**config.mk**
```make
export PLATFORM = sky130hd
export DESIGN_NAME = mcif_rd_ig
export DESIGN_NICKNAME = d
export VERILOG_FILES = /design/src/hw/mcif_rd_pkg.sv /design/src/hw/mcif_rd_arb.sv /design/src/hw/mcif_rd_axi_out.sv /design/src/hw/mcif_rd_bpt.sv /design/src/hw/mcif_rd_ig.sv /design/src/hw/mcif_rd_pipe.sv
export SDC_FILE = /design/constraint.sdc
export NUM_CORES = 1
export LEC_CHECK = 0
export BUFFER_PORTS_ARGS = -buffer_cell sky130_fd_sc_hd__clkbuf_2
export CELL_PAD_IN_SITES_DETAIL_PLACEMENT = 0
export CELL_PAD_IN_SITES_GLOBAL_PLACEMENT = 1
export CORE_MARGIN = 2
export CORE_UTILIZATION = 40
export CTS_CLUSTER_SIZE = 14
export DETAILED_ROUTE_END_ITERATION = 8
export MAX_ROUTING_LAYER = met4
export PLACE_DENSITY = 0.75
export RECOVER_POWER = 25
export SLEW_MARGIN = 5
export SYNTH_ARGS = -nofsm -noshare
export SYNTH_HDL_FRONTEND = slang
export SYNTH_HIERARCHICAL = 1
export SYNTH_SLANG_ARGS = --single-unit
```
**constraint.sdc**
```tcl
create_clock -name nvdla_core_clk -period 6 [get_ports nvdla_core_clk]
set_input_delay 1.2 -clock nvdla_core_clk [delete_from_list [all_inputs] [get_ports nvdla_core_clk]]
set_output_delay 1.2 -clock nvdla_core_clk [all_outputs]
set_load 0.02 [all_outputs]
```
**src/hw/mcif_rd_pkg.sv**
```systemverilog
/* mcif read ingress shared types
   address, length, beat, data and client index widths plus constants */

package mcif_rd_pkg;

  // ======================================================================
  // request side types
  // ======================================================================

  // byte address of a request or a single beat
  typedef logic [31:0] mcif_addr_t;

  // request length in 8-byte beats, minus one
  typedef logic [14:0] mcif_len_t;

  // beat position inside one request
  typedef logic [13:0] mcif_beat_cnt_t;

  // ======================================================================
  // return side types
  // ======================================================================

  // one read data beat from memory
  typedef logic [63:0] mcif_data_t;

  // which dma client a beat belongs to
  typedef logic [0:0] mcif_client_t;

  // ======================================================================
  // constants
  // ======================================================================

  // address step between consecutive beats
  localparam mcif_addr_t MCIF_BEAT_BYTES = 32'd8;

  // number of dma read clients
  localparam int MCIF_NUM_CLIENTS = 2;

endpackage

```
**src/hw/mcif_rd_arb.sv**
```systemverilog
/* mcif read arbiter
   round-robin by request between the two splitter streams */

`timescale 1ns/1ps

module mcif_rd_arb
  import mcif_rd_pkg::*;
(
  input  logic         nvdla_core_clk,
  input  logic         nvdla_core_rstn,
  input  logic         req_valid0,
  input  logic         req_valid1,
  output logic         req_ready0,
  output logic         req_ready1,
  input  mcif_addr_t   req_addr0,
  input  mcif_addr_t   req_addr1,
  input  logic         req_ltran0,
  input  logic         req_ltran1,
  output logic         out_valid,
  input  logic         out_ready,
  output mcif_addr_t   out_addr,
  output mcif_client_t out_client
);

  mcif_client_t ptr;
  mcif_client_t gnt;
  logic         gnt_ltran;
  logic         accept;

  // pointer client first, the other only while it idles
  always_comb begin
    if (ptr == 1'b0) begin
      gnt = (!req_valid0 && req_valid1) ? 1'b1 : 1'b0;
    end else begin
      gnt = (!req_valid1 && req_valid0) ? 1'b0 : 1'b1;
    end
  end

  assign out_valid  = req_valid0 | req_valid1;
  assign out_addr   = (gnt == 1'b1) ? req_addr1 : req_addr0;
  assign out_client = gnt;
  assign gnt_ltran  = (gnt == 1'b1) ? req_ltran1 : req_ltran0;

  // only the granted side sees ready
  assign req_ready0 = out_ready & (gnt == 1'b0);
  assign req_ready1 = out_ready & (gnt == 1'b1);

  assign accept = out_valid & out_ready;

  // ======================================================================
  // priority pointer
  // ======================================================================

  // stays on the granted client until its last beat,
  // then hands over to the other one
  always_ff @(posedge nvdla_core_clk or negedge nvdla_core_rstn) begin
    if (!nvdla_core_rstn) begin
      ptr <= 1'b0;
    end else if (accept) begin
      if (gnt_ltran) begin
        ptr <= ~gnt;
      end else begin
        ptr <= gnt;
      end
    end
  end

endmodule

```
**src/hw/mcif_rd_axi_out.sv**
```systemverilog
/* mcif read output stage
   axi4-lite ar register, plus an order queue that steers r data to clients */

`timescale 1ns/1ps

module mcif_rd_axi_out
  import mcif_rd_pkg::*;
#(
  parameter int ORDER_DEPTH = 8
) (
  input  logic         nvdla_core_clk,
  input  logic         nvdla_core_rstn,
  input  logic         in_valid,
  output logic         in_ready,
  input  mcif_addr_t   in_addr,
  input  mcif_client_t in_client,
  output logic         arvalid,
  input  logic         arready,
  output mcif_addr_t   araddr,
  input  logic         rvalid,
  output logic         rready,
  input  mcif_data_t   rdata,
  output logic         rd_valid0,
  output logic         rd_valid1,
  output mcif_data_t   rd_data0,
  output mcif_data_t   rd_data1
);

  localparam int PTR_W = (ORDER_DEPTH > 1) ? $clog2(ORDER_DEPTH) : 1;
  localparam int CNT_W = $clog2(ORDER_DEPTH + 1);
  localparam logic [PTR_W-1:0] LAST_PTR = PTR_W'(ORDER_DEPTH - 1);
  localparam logic [CNT_W-1:0] FULL_CNT = CNT_W'(ORDER_DEPTH);

  logic                        arvalid_q;
  mcif_addr_t                  araddr_q;
  logic                        load;
  logic                        pop;
  logic                        ord_full;
  mcif_client_t                ord_mem [ORDER_DEPTH];
  logic [PTR_W-1:0]            wr_ptr;
  logic [PTR_W-1:0]            rd_ptr;
  logic [CNT_W-1:0]            ord_cnt;
  logic                        rd_vld_q;
  mcif_client_t                rd_client_q;
  mcif_data_t                  rd_data_q;
  logic [MCIF_NUM_CLIENTS-1:0] rd_sel;

  // wrap at the queue depth
  function automatic logic [PTR_W-1:0] ptr_inc(input logic [PTR_W-1:0] p);
    return (p == LAST_PTR) ? '0 : p + 1'b1;
  endfunction

  // ======================================================================
  // ar channel
  // ======================================================================

  // free when empty or leaving, and a return slot is left
  assign in_ready = (~arvalid_q | arready) & ~ord_full;
  assign load     = in_valid & in_ready;

  always_ff @(posedge nvdla_core_clk or negedge nvdla_core_rstn) begin
    if (!nvdla_core_rstn) begin
      arvalid_q <= 1'b0;
    end else if (load) begin
      arvalid_q <= 1'b1;
    end else if (arready) begin
      arvalid_q <= 1'b0;
    end
  end

  // address holds until the slave takes it
  always_ff @(posedge nvdla_core_clk) begin
    if (load) begin
      araddr_q <= in_addr;
    end
  end

  assign arvalid = arvalid_q;
  assign araddr  = araddr_q;

  // ======================================================================
  // order queue
  // ======================================================================

  // clients never stall return data
  assign rready   = 1'b1;
  assign pop      = rvalid;
  // counts beats from load until their data returns
  assign ord_full = (ord_cnt == FULL_CNT);

  always_ff @(posedge nvdla_core_clk) begin
    if (load) begin
      ord_mem[wr_ptr] <= in_client;
    end
  end

  always_ff @(posedge nvdla_core_clk or negedge nvdla_core_rstn) begin
    if (!nvdla_core_rstn) begin
      wr_ptr  <= '0;
      rd_ptr  <= '0;
      ord_cnt <= '0;
    end else begin
      if (load) begin
        wr_ptr <= ptr_inc(wr_ptr);
      end
      if (pop) begin
        rd_ptr <= ptr_inc(rd_ptr);
      end
      if (load && !pop) begin
        ord_cnt <= ord_cnt + 1'b1;
      end else if (pop && !load) begin
        ord_cnt <= ord_cnt - 1'b1;
      end
    end
  end

  // ======================================================================
  // r data return
  // ======================================================================

  always_ff @(posedge nvdla_core_clk or negedge nvdla_core_rstn) begin
    if (!nvdla_core_rstn) begin
      rd_vld_q <= 1'b0;
    end else begin
      rd_vld_q <= rvalid;
    end
  end

  // data and its owner, taken from queue head
  always_ff @(posedge nvdla_core_clk) begin
    if (rvalid) begin
      rd_data_q   <= rdata;
      rd_client_q <= ord_mem[rd_ptr];
    end
  end

  // one-hot steer to the owning client
  always_comb begin
    rd_sel              = '0;
    rd_sel[rd_client_q] = rd_vld_q;
  end

  assign rd_valid0 = rd_sel[0];
  assign rd_valid1 = rd_sel[1];
  // shared data bus, valid tells who owns it
  assign rd_data0  = rd_data_q;
  assign rd_data1  = rd_data_q;

endmodule

```
**src/hw/mcif_rd_bpt.sv**
```systemverilog
/* mcif read splitter
   breaks one client request into single 8-byte beats, with credit stall */

`timescale 1ns/1ps

module mcif_rd_bpt
  import mcif_rd_pkg::*;
#(
  parameter logic [7:0] LAT_DEPTH = 8'd0
) (
  input  logic       nvdla_core_clk,
  input  logic       nvdla_core_rstn,
  input  logic       in_valid,
  output logic       in_ready,
  input  mcif_addr_t in_addr,
  input  mcif_len_t  in_len,
  input  logic       cdt_pop,
  output logic       out_valid,
  input  logic       out_ready,
  output mcif_addr_t out_addr,
  output logic       out_ltran
);

  mcif_beat_cnt_t beat_cnt;
  mcif_addr_t     addr_q;
  logic [7:0]     cdt_cnt;
  logic           pop_q;
  logic           stall_en;
  logic           cdt_ok;
  logic           cdt_inc;
  logic           cdt_dec;
  logic           is_first;
  logic           is_last;
  logic           accept;

  // ======================================================================
  // latency buffer credit
  // ======================================================================

  // depth of zero turns stalling off
  assign stall_en = (LAT_DEPTH != 8'd0);

  // pop from client side, registered once
  always_ff @(posedge nvdla_core_clk or negedge nvdla_core_rstn) begin
    if (!nvdla_core_rstn) begin
      pop_q <= 1'b0;
    end else begin
      pop_q <= cdt_pop;
    end
  end

  // one credit per issued beat
  assign cdt_inc = accept & stall_en;
  // credit back one cycle after the pop
  assign cdt_dec = pop_q & stall_en;

  // beats in flight towards the latency buffer
  always_ff @(posedge nvdla_core_clk or negedge nvdla_core_rstn) begin
    if (!nvdla_core_rstn) begin
      cdt_cnt <= 8'd0;
    end else if (cdt_inc != cdt_dec) begin
      cdt_cnt <= cdt_cnt + {7'd0, cdt_inc} - {7'd0, cdt_dec};
    end
  end

  // buffer full, stop issuing
  assign cdt_ok = ~stall_en | (cdt_cnt != LAT_DEPTH);

  // ======================================================================
  // beat sequencing
  // ======================================================================

  assign is_first = (beat_cnt == '0);
  assign is_last  = ({1'b0, beat_cnt} == in_len);

  // a beat goes out only while credit remains
  assign out_valid = in_valid & cdt_ok;
  assign accept    = out_valid & out_ready;

  // request leaves the pipe with its last beat
  assign in_ready  = accept & is_last;

  // position inside the current request
  always_ff @(posedge nvdla_core_clk or negedge nvdla_core_rstn) begin
    if (!nvdla_core_rstn) begin
      beat_cnt <= '0;
    end else if (accept) begin
      if (is_last) begin
        beat_cnt <= '0;
      end else begin
        beat_cnt <= beat_cnt + 14'd1;
      end
    end
  end

  // next beat address
  // first beat starts from the request, later ones step on
  always_ff @(posedge nvdla_core_clk) begin
    if (accept) begin
      if (is_first) begin
        addr_q <= in_addr + MCIF_BEAT_BYTES;
      end else begin
        addr_q <= addr_q + MCIF_BEAT_BYTES;
      end
    end
  end

  // ======================================================================
  // beat out
  // ======================================================================

  assign out_addr  = is_first ? in_addr : addr_q;
  assign out_ltran = is_last;

endmodule

```
**src/hw/mcif_rd_ig.sv**
```systemverilog
/* mcif read ingress top
   two client pipes and splitters, round-robin arbiter, axi4-lite output */

`timescale 1ns/1ps

module mcif_rd_ig
  import mcif_rd_pkg::*;
#(
  parameter logic [7:0] LAT_DEPTH0  = 8'd8,
  parameter logic [7:0] LAT_DEPTH1  = 8'd8,
  parameter int         ORDER_DEPTH = 8
) (
  input  logic       nvdla_core_clk,
  input  logic       nvdla_core_rstn,
  input  logic       req_valid0,
  output logic       req_ready0,
  input  mcif_addr_t req_addr0,
  input  mcif_len_t  req_len0,
  input  logic       req_valid1,
  output logic       req_ready1,
  input  mcif_addr_t req_addr1,
  input  mcif_len_t  req_len1,
  input  logic       rd_pop0,
  input  logic       rd_pop1,
  output logic       arvalid,
  input  logic       arready,
  output mcif_addr_t araddr,
  input  logic       rvalid,
  output logic       rready,
  input  mcif_data_t rdata,
  output logic       rd_valid0,
  output logic       rd_valid1,
  output mcif_data_t rd_data0,
  output mcif_data_t rd_data1
);

  // pipe to splitter
  logic         pipe_valid0, pipe_valid1;
  logic         pipe_ready0, pipe_ready1;
  mcif_addr_t   pipe_addr0, pipe_addr1;
  mcif_len_t    pipe_len0, pipe_len1;
  // splitter to arbiter
  logic         bpt_valid0, bpt_valid1;
  logic         bpt_ready0, bpt_ready1;
  mcif_addr_t   bpt_addr0, bpt_addr1;
  logic         bpt_ltran0, bpt_ltran1;
  // arbiter to output stage
  logic         arb_valid;
  logic         arb_ready;
  mcif_addr_t   arb_addr;
  mcif_client_t arb_client;

  // ======================================================================
  // client 0 request path
  // ======================================================================

  mcif_rd_pipe u_pipe0 (
    .nvdla_core_clk  (nvdla_core_clk),
    .nvdla_core_rstn (nvdla_core_rstn),
    .in_valid        (req_valid0),
    .in_ready        (req_ready0),
    .in_addr         (req_addr0),
    .in_len          (req_len0),
    .out_valid       (pipe_valid0),
    .out_ready       (pipe_ready0),
    .out_addr        (pipe_addr0),
    .out_len         (pipe_len0)
  );

  mcif_rd_bpt #(.LAT_DEPTH(LAT_DEPTH0)) u_bpt0 (
    .nvdla_core_clk  (nvdla_core_clk),
    .nvdla_core_rstn (nvdla_core_rstn),
    .in_valid        (pipe_valid0),
    .in_ready        (pipe_ready0),
    .in_addr         (pipe_addr0),
    .in_len          (pipe_len0),
    .cdt_pop         (rd_pop0),
    .out_valid       (bpt_valid0),
    .out_ready       (bpt_ready0),
    .out_addr        (bpt_addr0),
    .out_ltran       (bpt_ltran0)
  );

  // ======================================================================
  // client 1 request path
  // ======================================================================

  mcif_rd_pipe u_pipe1 (
    .nvdla_core_clk  (nvdla_core_clk),
    .nvdla_core_rstn (nvdla_core_rstn),
    .in_valid        (req_valid1),
    .in_ready        (req_ready1),
    .in_addr         (req_addr1),
    .in_len          (req_len1),
    .out_valid       (pipe_valid1),
    .out_ready       (pipe_ready1),
    .out_addr        (pipe_addr1),
    .out_len         (pipe_len1)
  );

  mcif_rd_bpt #(.LAT_DEPTH(LAT_DEPTH1)) u_bpt1 (
    .nvdla_core_clk  (nvdla_core_clk),
    .nvdla_core_rstn (nvdla_core_rstn),
    .in_valid        (pipe_valid1),
    .in_ready        (pipe_ready1),
    .in_addr         (pipe_addr1),
    .in_len          (pipe_len1),
    .cdt_pop         (rd_pop1),
    .out_valid       (bpt_valid1),
    .out_ready       (bpt_ready1),
    .out_addr        (bpt_addr1),
    .out_ltran       (bpt_ltran1)
  );

  // ======================================================================
  // merge and memory side
  // ======================================================================

  mcif_rd_arb u_arb (
    .nvdla_core_clk  (nvdla_core_clk),
    .nvdla_core_rstn (nvdla_core_rstn),
    .req_valid0      (bpt_valid0),
    .req_valid1      (bpt_valid1),
    .req_ready0      (bpt_ready0),
    .req_ready1      (bpt_ready1),
    .req_addr0       (bpt_addr0),
    .req_addr1       (bpt_addr1),
    .req_ltran0      (bpt_ltran0),
    .req_ltran1      (bpt_ltran1),
    .out_valid       (arb_valid),
    .out_ready       (arb_ready),
    .out_addr        (arb_addr),
    .out_client      (arb_client)
  );

  mcif_rd_axi_out #(.ORDER_DEPTH(ORDER_DEPTH)) u_axi_out (
    .nvdla_core_clk  (nvdla_core_clk),
    .nvdla_core_rstn (nvdla_core_rstn),
    .in_valid        (arb_valid),
    .in_ready        (arb_ready),
    .in_addr         (arb_addr),
    .in_client       (arb_client),
    .arvalid         (arvalid),
    .arready         (arready),
    .araddr          (araddr),
    .rvalid          (rvalid),
    .rready          (rready),
    .rdata           (rdata),
    .rd_valid0       (rd_valid0),
    .rd_valid1       (rd_valid1),
    .rd_data0        (rd_data0),
    .rd_data1        (rd_data1)
  );

endmodule

```
**src/hw/mcif_rd_pipe.sv**
```systemverilog
/* mcif read request pipe
   one-entry register stage between a dma client and its splitter */

`timescale 1ns/1ps

module mcif_rd_pipe
  import mcif_rd_pkg::*;
(
  input  logic       nvdla_core_clk,
  input  logic       nvdla_core_rstn,
  input  logic       in_valid,
  output logic       in_ready,
  input  mcif_addr_t in_addr,
  input  mcif_len_t  in_len,
  output logic       out_valid,
  input  logic       out_ready,
  output mcif_addr_t out_addr,
  output mcif_len_t  out_len
);

  logic       rdy_en;
  logic       vld_q;
  logic       load;
  mcif_addr_t addr_q;
  mcif_len_t  len_q;

  // hold off the client for one cycle after reset release
  always_ff @(posedge nvdla_core_clk or negedge nvdla_core_rstn) begin
    if (!nvdla_core_rstn) begin
      rdy_en <= 1'b0;
    end else begin
      rdy_en <= 1'b1;
    end
  end

  // accept when empty or when the held entry leaves this cycle
  assign in_ready = rdy_en & (~vld_q | out_ready);
  assign load     = in_valid & in_ready;

  // valid follows the input whenever a slot opens
  always_ff @(posedge nvdla_core_clk or negedge nvdla_core_rstn) begin
    if (!nvdla_core_rstn) begin
      vld_q <= 1'b0;
    end else if (in_ready) begin
      vld_q <= in_valid;
    end
  end

  // payload
  always_ff @(posedge nvdla_core_clk) begin
    if (load) begin
      addr_q <= in_addr;
      len_q  <= in_len;
    end
  end

  assign out_valid = vld_q;
  assign out_addr  = addr_q;
  assign out_len   = len_q;

endmodule

```
==> impl_metrics.json, run 1 <==
{
  "drc": 0,
  "internal_power_w": 0.00562,
  "hold_viol": 0,
  "syn_inst": 1174,
  "vias": 9846,
  "wl_mm": 35.9,
  "clockRootBuffer": "clkbuf_16",
  "critPathBufInv": 5,
  "area_growth_pct": 18.7,
  "max_freq_mhz": 193,
  "fp.dieW_um": 203,
  "first_pass_iters": 6,
  "cp_slowest_cell": "maj3_4",
  "htree_levels": 2,
  "p_per_area_mw_per_mm2": 445,
  "wl_met3_mm": 1.85,
  "slew_headroom": -1.43,
  "rows": 72,
  "grt_pass1_wl_mm": 54.8,
  "synth-main-ff-cell": "edfxtp_1",
  "fp.dieArea_mm2": 0.0410,
  "ant_nets": 0,
  "final_common_cell": "clkbuf_2",
  "io_pins": 332,
  "dpl.hpwl_mm": 26.4,
  "final_util": 0.483,
  "cp.arrival_ns": 3.97,
  "clock_sinks": 326,
  "top_layer_used": "met4",
  "startpoint_type": "flop",
  "viasPerCell": 4.91,
  "synth_area_per_cell_um2": 13.4,
  "mostFrequentLayoutCells": "clkbuf_2, edfxtp_1, nand2_1",
  "fin_crit_ns": 5.17,
  "clk_path_buf_depth": 3,
  "swShare": 0.326,
  "setup_viol": 0,
  "layout-drive-gt1-share": 0.330,
  "cpPeakStageDelay_ns": 0.63,
  "cts_resized": 0,
  "coreArea_mm2": 0.0387,
  "path_delay_family": "simple AND/OR/NAND/NOR gates",
  "pwr-share-comb": 0.307,
  "postPlaceCellArea_mm2": 0.0175,
  "ir_drop_v": 0.000251,
  "synth_edf_count": 263,
  "n_antenna_cell": 0,
  "clkSlewWorstSetupHoldPaths_ns": 0.06,
  "maxCapViolations": 1,
  "fin_hold_ws_ns": 0.439,
  "crit_path_frequent_cell": "inv_1",
  "clock_skew_ns": 0.0252,
  "grt-ovfl-total": 0,
  "status": "finished, violations left",
  "numCtsBuffers": 37,
  "met2WireLength_mm": 17.4,
  "syn-num-nets": 1378,
  "cts_tree": "done",
  "tns_ns": 0,
  "crit_type": "reg -> out",
  "ys_seq_area_frac": 0.601,
  "dp_cells": 1938,
  "required_ns": 4.80,
  "drt_iter0_drc": 488,
  "min-delay-path-class": "reg -> reg",
  "io_buffers": 330,
  "grt_pass1_vias": 9899,
  "cts_setup_buffers": 0,
  "design_area_mm2": 0.0187,
  "gp_congestion": 0.862,
  "fin_crit_sh": 0.862,
  "wl_per_cell_um": 17.9,
  "nets": 1663,
  "tightest_slew_ns": 3.65,
  "syn_area_mm2": 0.0158,
  "antenna_found_initial": 0,
  "grt_max_degree": 70,
  "cellLeakagePower_nw": 7.70,
  "dieHeight_um": 203,
  "violations": "capacitance limit, slew limit",
  "ys_ff_latch": 326,
  "power.switching_w": 0.00271,
  "synth_cell_type_count": 64,
  "cp-end-kind": "primary output",
  "wl_met1_mm": 15.4,
  "cp_max_fo": 42,
  "final_cells": 2005,
  "seqPwrFrac": 0.410,
  "grt_use_total": 0.178,
  "rsz0062_at_grt": "false",
  "path_cells": "inv_1 > ha_1 > or3b_2 > o21a_1 > inv_1 > maj3_4 > and2_1 > nand2_1 > inv_1 > and2_1 > inv_1 > a21boi_0 > clkbuf_2",
  "ctsHoldBuffers": 0,
  "async_flop_share": 0.193,
  "clk_latency_ns": 0.55,
  "start_util": 0.407,
  "slew_violations": 64,
  "yosysWarnings": 6,
  "clkPwrFrac": 0.283
}
## cell type report
| cell class | instances | area (um^2) |
|---|---|---|
| Sequential cell | 326 | 9470 |
| Clock buffer | 44 | 973 |
| Fill cell | 3503 | 20000 |
| Clock inverter | 23 | 304 |
| Multi-Input combinational cell | 690 | 5390 |
| Inverter | 65 | 244 |
| Tap cell | 518 | 648 |
| Timing Repair Buffer | 339 | 1680 |
## state kept, by name, summed over array words and instances, names as in the netlist, 4 cells and up
| register | flops |
|---|---|
| u_bpt0/cdt_cnt | 8 |
| u_pipe1/out_addr | 32 |
| u_bpt0/beat_cnt | 14 |
| u_bpt1/cdt_cnt | 8 |
| u_axi_out/araddr | 32 |
| u_axi_out/rd_data0 | 64 |
| u_bpt0/addr_q | 32 |
| u_pipe0/out_addr | 32 |
| u_bpt1/beat_cnt | 14 |
| u_bpt1/addr_q | 32 |
| u_pipe0/out_len | 15 |
| u_axi_out/ord_mem | 8 |
| u_pipe1/out_len | 15 |
| u_axi_out/ord_cnt | 4 |
## cell usage after synthesis (4+ instances only)
master / instances / area share
a211oi_1: 4 / 0.0019
nand3_1: 51 / 0.016
nand2b_1: 11 / 0.0044
nor2_1: 60 / 0.014
clkbuf_1: 7 / 0.0017
a21oi_1: 21 / 0.0067
o21a_1: 4 / 0.0019
buf_6: 9 / 0.0064
nand2_1: 80 / 0.019
o21ai_0: 32 / 0.010
mux2_2: 61 / 0.044
inv_1: 65 / 0.015
buf_4: 65 / 0.031
nor3_1: 25 / 0.0079
ha_1: 35 / 0.028
a31oi_1: 8 / 0.0032
o31ai_1: 4 / 0.0019
xnor2_1: 56 / 0.031
nor2b_1: 5 / 0.0020
buf_2: 12 / 0.0038
and2_1: 4 / 0.0016
nand4_1: 18 / 0.0071
and3_1: 18 / 0.0071
mux2_4: 34 / 0.032
dfrtp_1: 63 / 0.10
mux2i_1: 27 / 0.017
a21o_1: 4 / 0.0019
nor4_2: 12 / 0.0095
edfxtp_1: 263 / 0.50
nand3b_1: 4 / 0.0019
xor2_1: 50 / 0.028
## stage by stage
step	setup WS (ns)	total power (W)
3_5_place_dp	1.34	0.00603
5_1_grt	0.475	0.00882
6_report	0.825	0.00833
2_1_floorplan	0.0502	0.00532
3_3_place_gp	1.38	0.00597
4_1_cts	0.720	0.00843
## power by group through the flow
stage          sequential (W)  clock [W]  combinational (W)
4_1_cts               0.00342    0.00243            0.00259
6_report              0.00342    0.00236            0.00256
3_5_place_dp          0.00345          0            0.00258
2_1_floorplan         0.00354          0            0.00178
3_3_place_gp          0.00344          0            0.00253
5_1_grt               0.00347    0.00251            0.00284
## cells by family (layout without fill, tap and decap cells)
kind of cell	after synthesis	count (layout)	synth area share
AO/OA/AOI/OAI	94	94	0.0364
XOR/XNOR	106	106	0.0589
buffers and inverters	158	471	0.0583
AND/OR/NAND/NOR	320	320	0.113
multiplexers	128	128	0.0991
adder cells (fa/ha/maj)	39	39	0.0325
other	3	3	0.000714
flip-flops	326	326	0.601
## worst reg2reg max path, stage by stage (launching register included)
cell	delay [ns]
dfrtp_1	0.37
inv_1	0.08
ha_1	0.13
or3b_2	0.44
o21a_1	0.23
inv_1	0.09
maj3_4	0.63
and2_1	0.22
nand2_1	0.15
ha_1	0.62
inv_1	0.17
ha_1	0.23
inv_1	0.07
fa_1	0.19
nor2b_1	0.05
o21ai_0	0.23
a21oi_1	0.13
o21ai_0	0.22
a21oi_1	0.10
a311oi_1	0.19
## routing by layer
layer	vias to the layer above	track usage
met5	-	-
met4	0	0.0712
met3	59	0.0313
met2	284	0.293
met1	4748	0.219
li1	4755	-
## worst paths after layout
kind                                      from             endpoint  slack, ns  cells after the start
max                          u_bpt0/cdt_cnt[6]           req_ready1       0.83                     13
min                        u_pipe1/out_addr[2]     u_bpt1/addr_q[2]       0.44                      0
max reg2reg                  u_bpt0/cdt_cnt[6]    u_bpt1/cdt_cnt[6]       1.36                     19
min reg2reg                u_pipe1/out_addr[2]     u_bpt1/addr_q[2]       0.44                      0
max in group asynchronous      nvdla_core_rstn   u_axi_out/rd_vld_q       1.94                      2
min in group asynchronous      nvdla_core_rstn  u_bpt0/beat_cnt[11]       2.00                      2
No activity file was read; power rests on OpenSTA's default activity.
==> inputs of run 2 (changes only) <==
Settings changed: CORE_UTILIZATION 40 to 25, PLACE_DENSITY 0.75 to 0.51.
==> impl_metrics.json, run 2 (same netlist as run 1, synthesis figures left out) <==
{
  "hold_viol": 0,
  "swShare": 0.325,
  "min-delay-path-class": "reg -> reg",
  "crit_type": "reg -> out",
  "status": "finished, violations left",
  "viasPerCell": 4.24,
  "tightest_slew_ns": 3.71,
  "path_cells": "inv_1 > ha_1 > or3b_2 > o21a_1 > inv_1 > maj3_4 > and2_1 > nand2_1 > inv_1 > and2_1 > inv_1 > a21boi_0 > clkbuf_2",
  "io_pins": 332,
  "drc": 0,
  "grt-ovfl-total": 0,
  "vias": 9939,
  "grt_pass1_vias": 10200,
  "clock_sinks": 326,
  "power.switching_w": 0.00282,
  "wl_mm": 41.0,
  "final_common_cell": "clkbuf_2",
  "cp_slowest_cell": "maj3_4",
  "rsz0062_at_grt": "false",
  "fin_crit_sh": 0.870,
  "cp_max_fo": 42,
  "mostFrequentLayoutCells": "clkbuf_2, edfxtp_1, nand2_1",
  "gp_congestion": 0.779,
  "grt_pass1_wl_mm": 61.6,
  "wl_met3_mm": 2.23,
  "wl_met1_mm": 18.7,
  "slew_headroom": -1.47,
  "clock_skew_ns": 0.0226,
  "violations": "capacitance limit, slew limit",
  "ant_nets": 0,
  "design_area_mm2": 0.0193,
  "required_ns": 4.80,
  "met2WireLength_mm": 19.2,
  "largest_register_ffs": 64,
  "area_growth_pct": 22.5,
  "n_antenna_cell": 0,
  "grt_max_degree": 64,
  "internal_power_w": 0.00587,
  "clkSlewWorstSetupHoldPaths_ns": 0.06,
  "p_per_area_mw_per_mm2": 450,
  "clk_path_buf_depth": 3,
  "fin_crit_ns": 5.22,
  "pwr-share-comb": 0.297,
  "postPlaceCellArea_mm2": 0.0179,
  "io_buffers": 330,
  "nets": 1669,
  "cp-end-kind": "primary output",
  "cts_setup_buffers": 0,
  "dpl.hpwl_mm": 30.0,
  "top_layer_used": "met4",
  "cellLeakagePower_nw": 7.78,
  "coreArea_mm2": 0.0627,
  "ctsHoldBuffers": 0,
  "drt_iter0_drc": 431,
  "rows": 92,
  "first_pass_iters": 4,
  "startpoint_type": "flop",
  "setup_viol": 0,
  "cp.arrival_ns": 4.02,
  "wl_per_cell_um": 17.5,
  "max_freq_mhz": 192,
  "crit_path_frequent_cell": "inv_1",
  "cts_tree": "done",
  "start_util": 0.251,
  "seqPwrFrac": 0.394,
  "numCtsBuffers": 41,
  "maxCapViolations": 2,
  "grt_use_total": 0.129,
  "clk_latency_ns": 0.56,
  "clockRootBuffer": "clkbuf_16",
  "tns_ns": 0,
  "clkPwrFrac": 0.309,
  "fp.dieArea_mm2": 0.0651,
  "fp.dieW_um": 255,
  "antenna_found_initial": 2,
  "cpPeakStageDelay_ns": 0.64,
  "fin_hold_ws_ns": 0.452,
  "dieHeight_um": 255,
  "cts_resized": 0,
  "slew_violations": 92,
  "htree_levels": 2,
  "ir_drop_v": 0.000193,
  "layout-drive-gt1-share": 0.332,
  "p_total_w": 0.00869
}
## run 2: cell count changes in the layout (fill, tap and decap cells not counted), moves of 2 or more
| cell | before | now |
|---|---|---|
| clkbuf_1 | 38 | 44 |
| clkinv_4 | 4 | 1 |
| buf_4 | 8 | 10 |
| clkbuf_2 | 297 | 291 |
| clkbuf_16 | 38 | 42 |
| inv_6 | 0 | 2 |
| clkinv_2 | 3 | 8 |
| bufinv_16 | 6 | 9 |
## run 2: worst max-delay path, delay by kind of cell, from the launching register on
family,cells,cell delay (ns)
AOI/OAI and AO/OA,2,0.46
adders and majority gates,2,0.79
buffers and inverters,5,0.65
DFF,1,0.37
and+or+nand+nor,4,1.19
## run 2: layer usage
layer  track usage  vias to the layer above
li1              -                     4768
met1         0.170                     4828
met2         0.199                      284
met3        0.0250                       59
met4        0.0406                        0
met5             -                        -
## run 2: worst paths after layout
path / endpoint / cells after the start / slack [ns] / from
worst min register to register: u_bpt0/addr_q[1] / 0 / 0.45 / u_pipe0/out_addr[1]
worst min-delay path: u_bpt0/addr_q[1] / 0 / 0.45 / u_pipe0/out_addr[1]
max in group asynchronous: u_axi_out/rd_ptr[2] / 2 / 1.89 / nvdla_core_rstn
min in group asynchronous: u_pipe0/rdy_en / 2 / 2.01 / nvdla_core_rstn
worst max-delay path: req_ready1 / 13 / 0.78 / u_bpt0/cdt_cnt[6]
worst max register to register: u_bpt0/cdt_cnt[6] / 18 / 1.19 / u_bpt1/cdt_cnt[6]
## run 2: power groups by stage
stage / registers (W) / clock network (W) / logic (W)
floorplan: 0.00354 / 0 / 0.00178
global placement: 0.00346 / 0 / 0.00261
detailed placement: 0.00347 / 0 / 0.00262
CTS: 0.00342 / 0.00279 / 0.00264
global route: 0.00348 / 0.00287 / 0.00291
finish: 0.00342 / 0.00268 / 0.00258
## run 2: area by class of cell
cell class	count	area [um^2]
fillers	6423	43400
flip-flops and latches	326	9470
multi-input cells	690	5390
repair buffers	341	1680
clock buffers	48	1080
well taps	846	1060
clock inverters	27	370
inverters	65	244
## run 2: stage by stage
step                 util  std cells  setup slack (ns)
CTS                 0.309       2343             0.625
finish              0.308       2343             0.780
floorplan               -       1174            0.0502
detailed placement  0.285       2268              1.23
global placement    0.285       2268              1.29
global route        0.308       2343             0.408
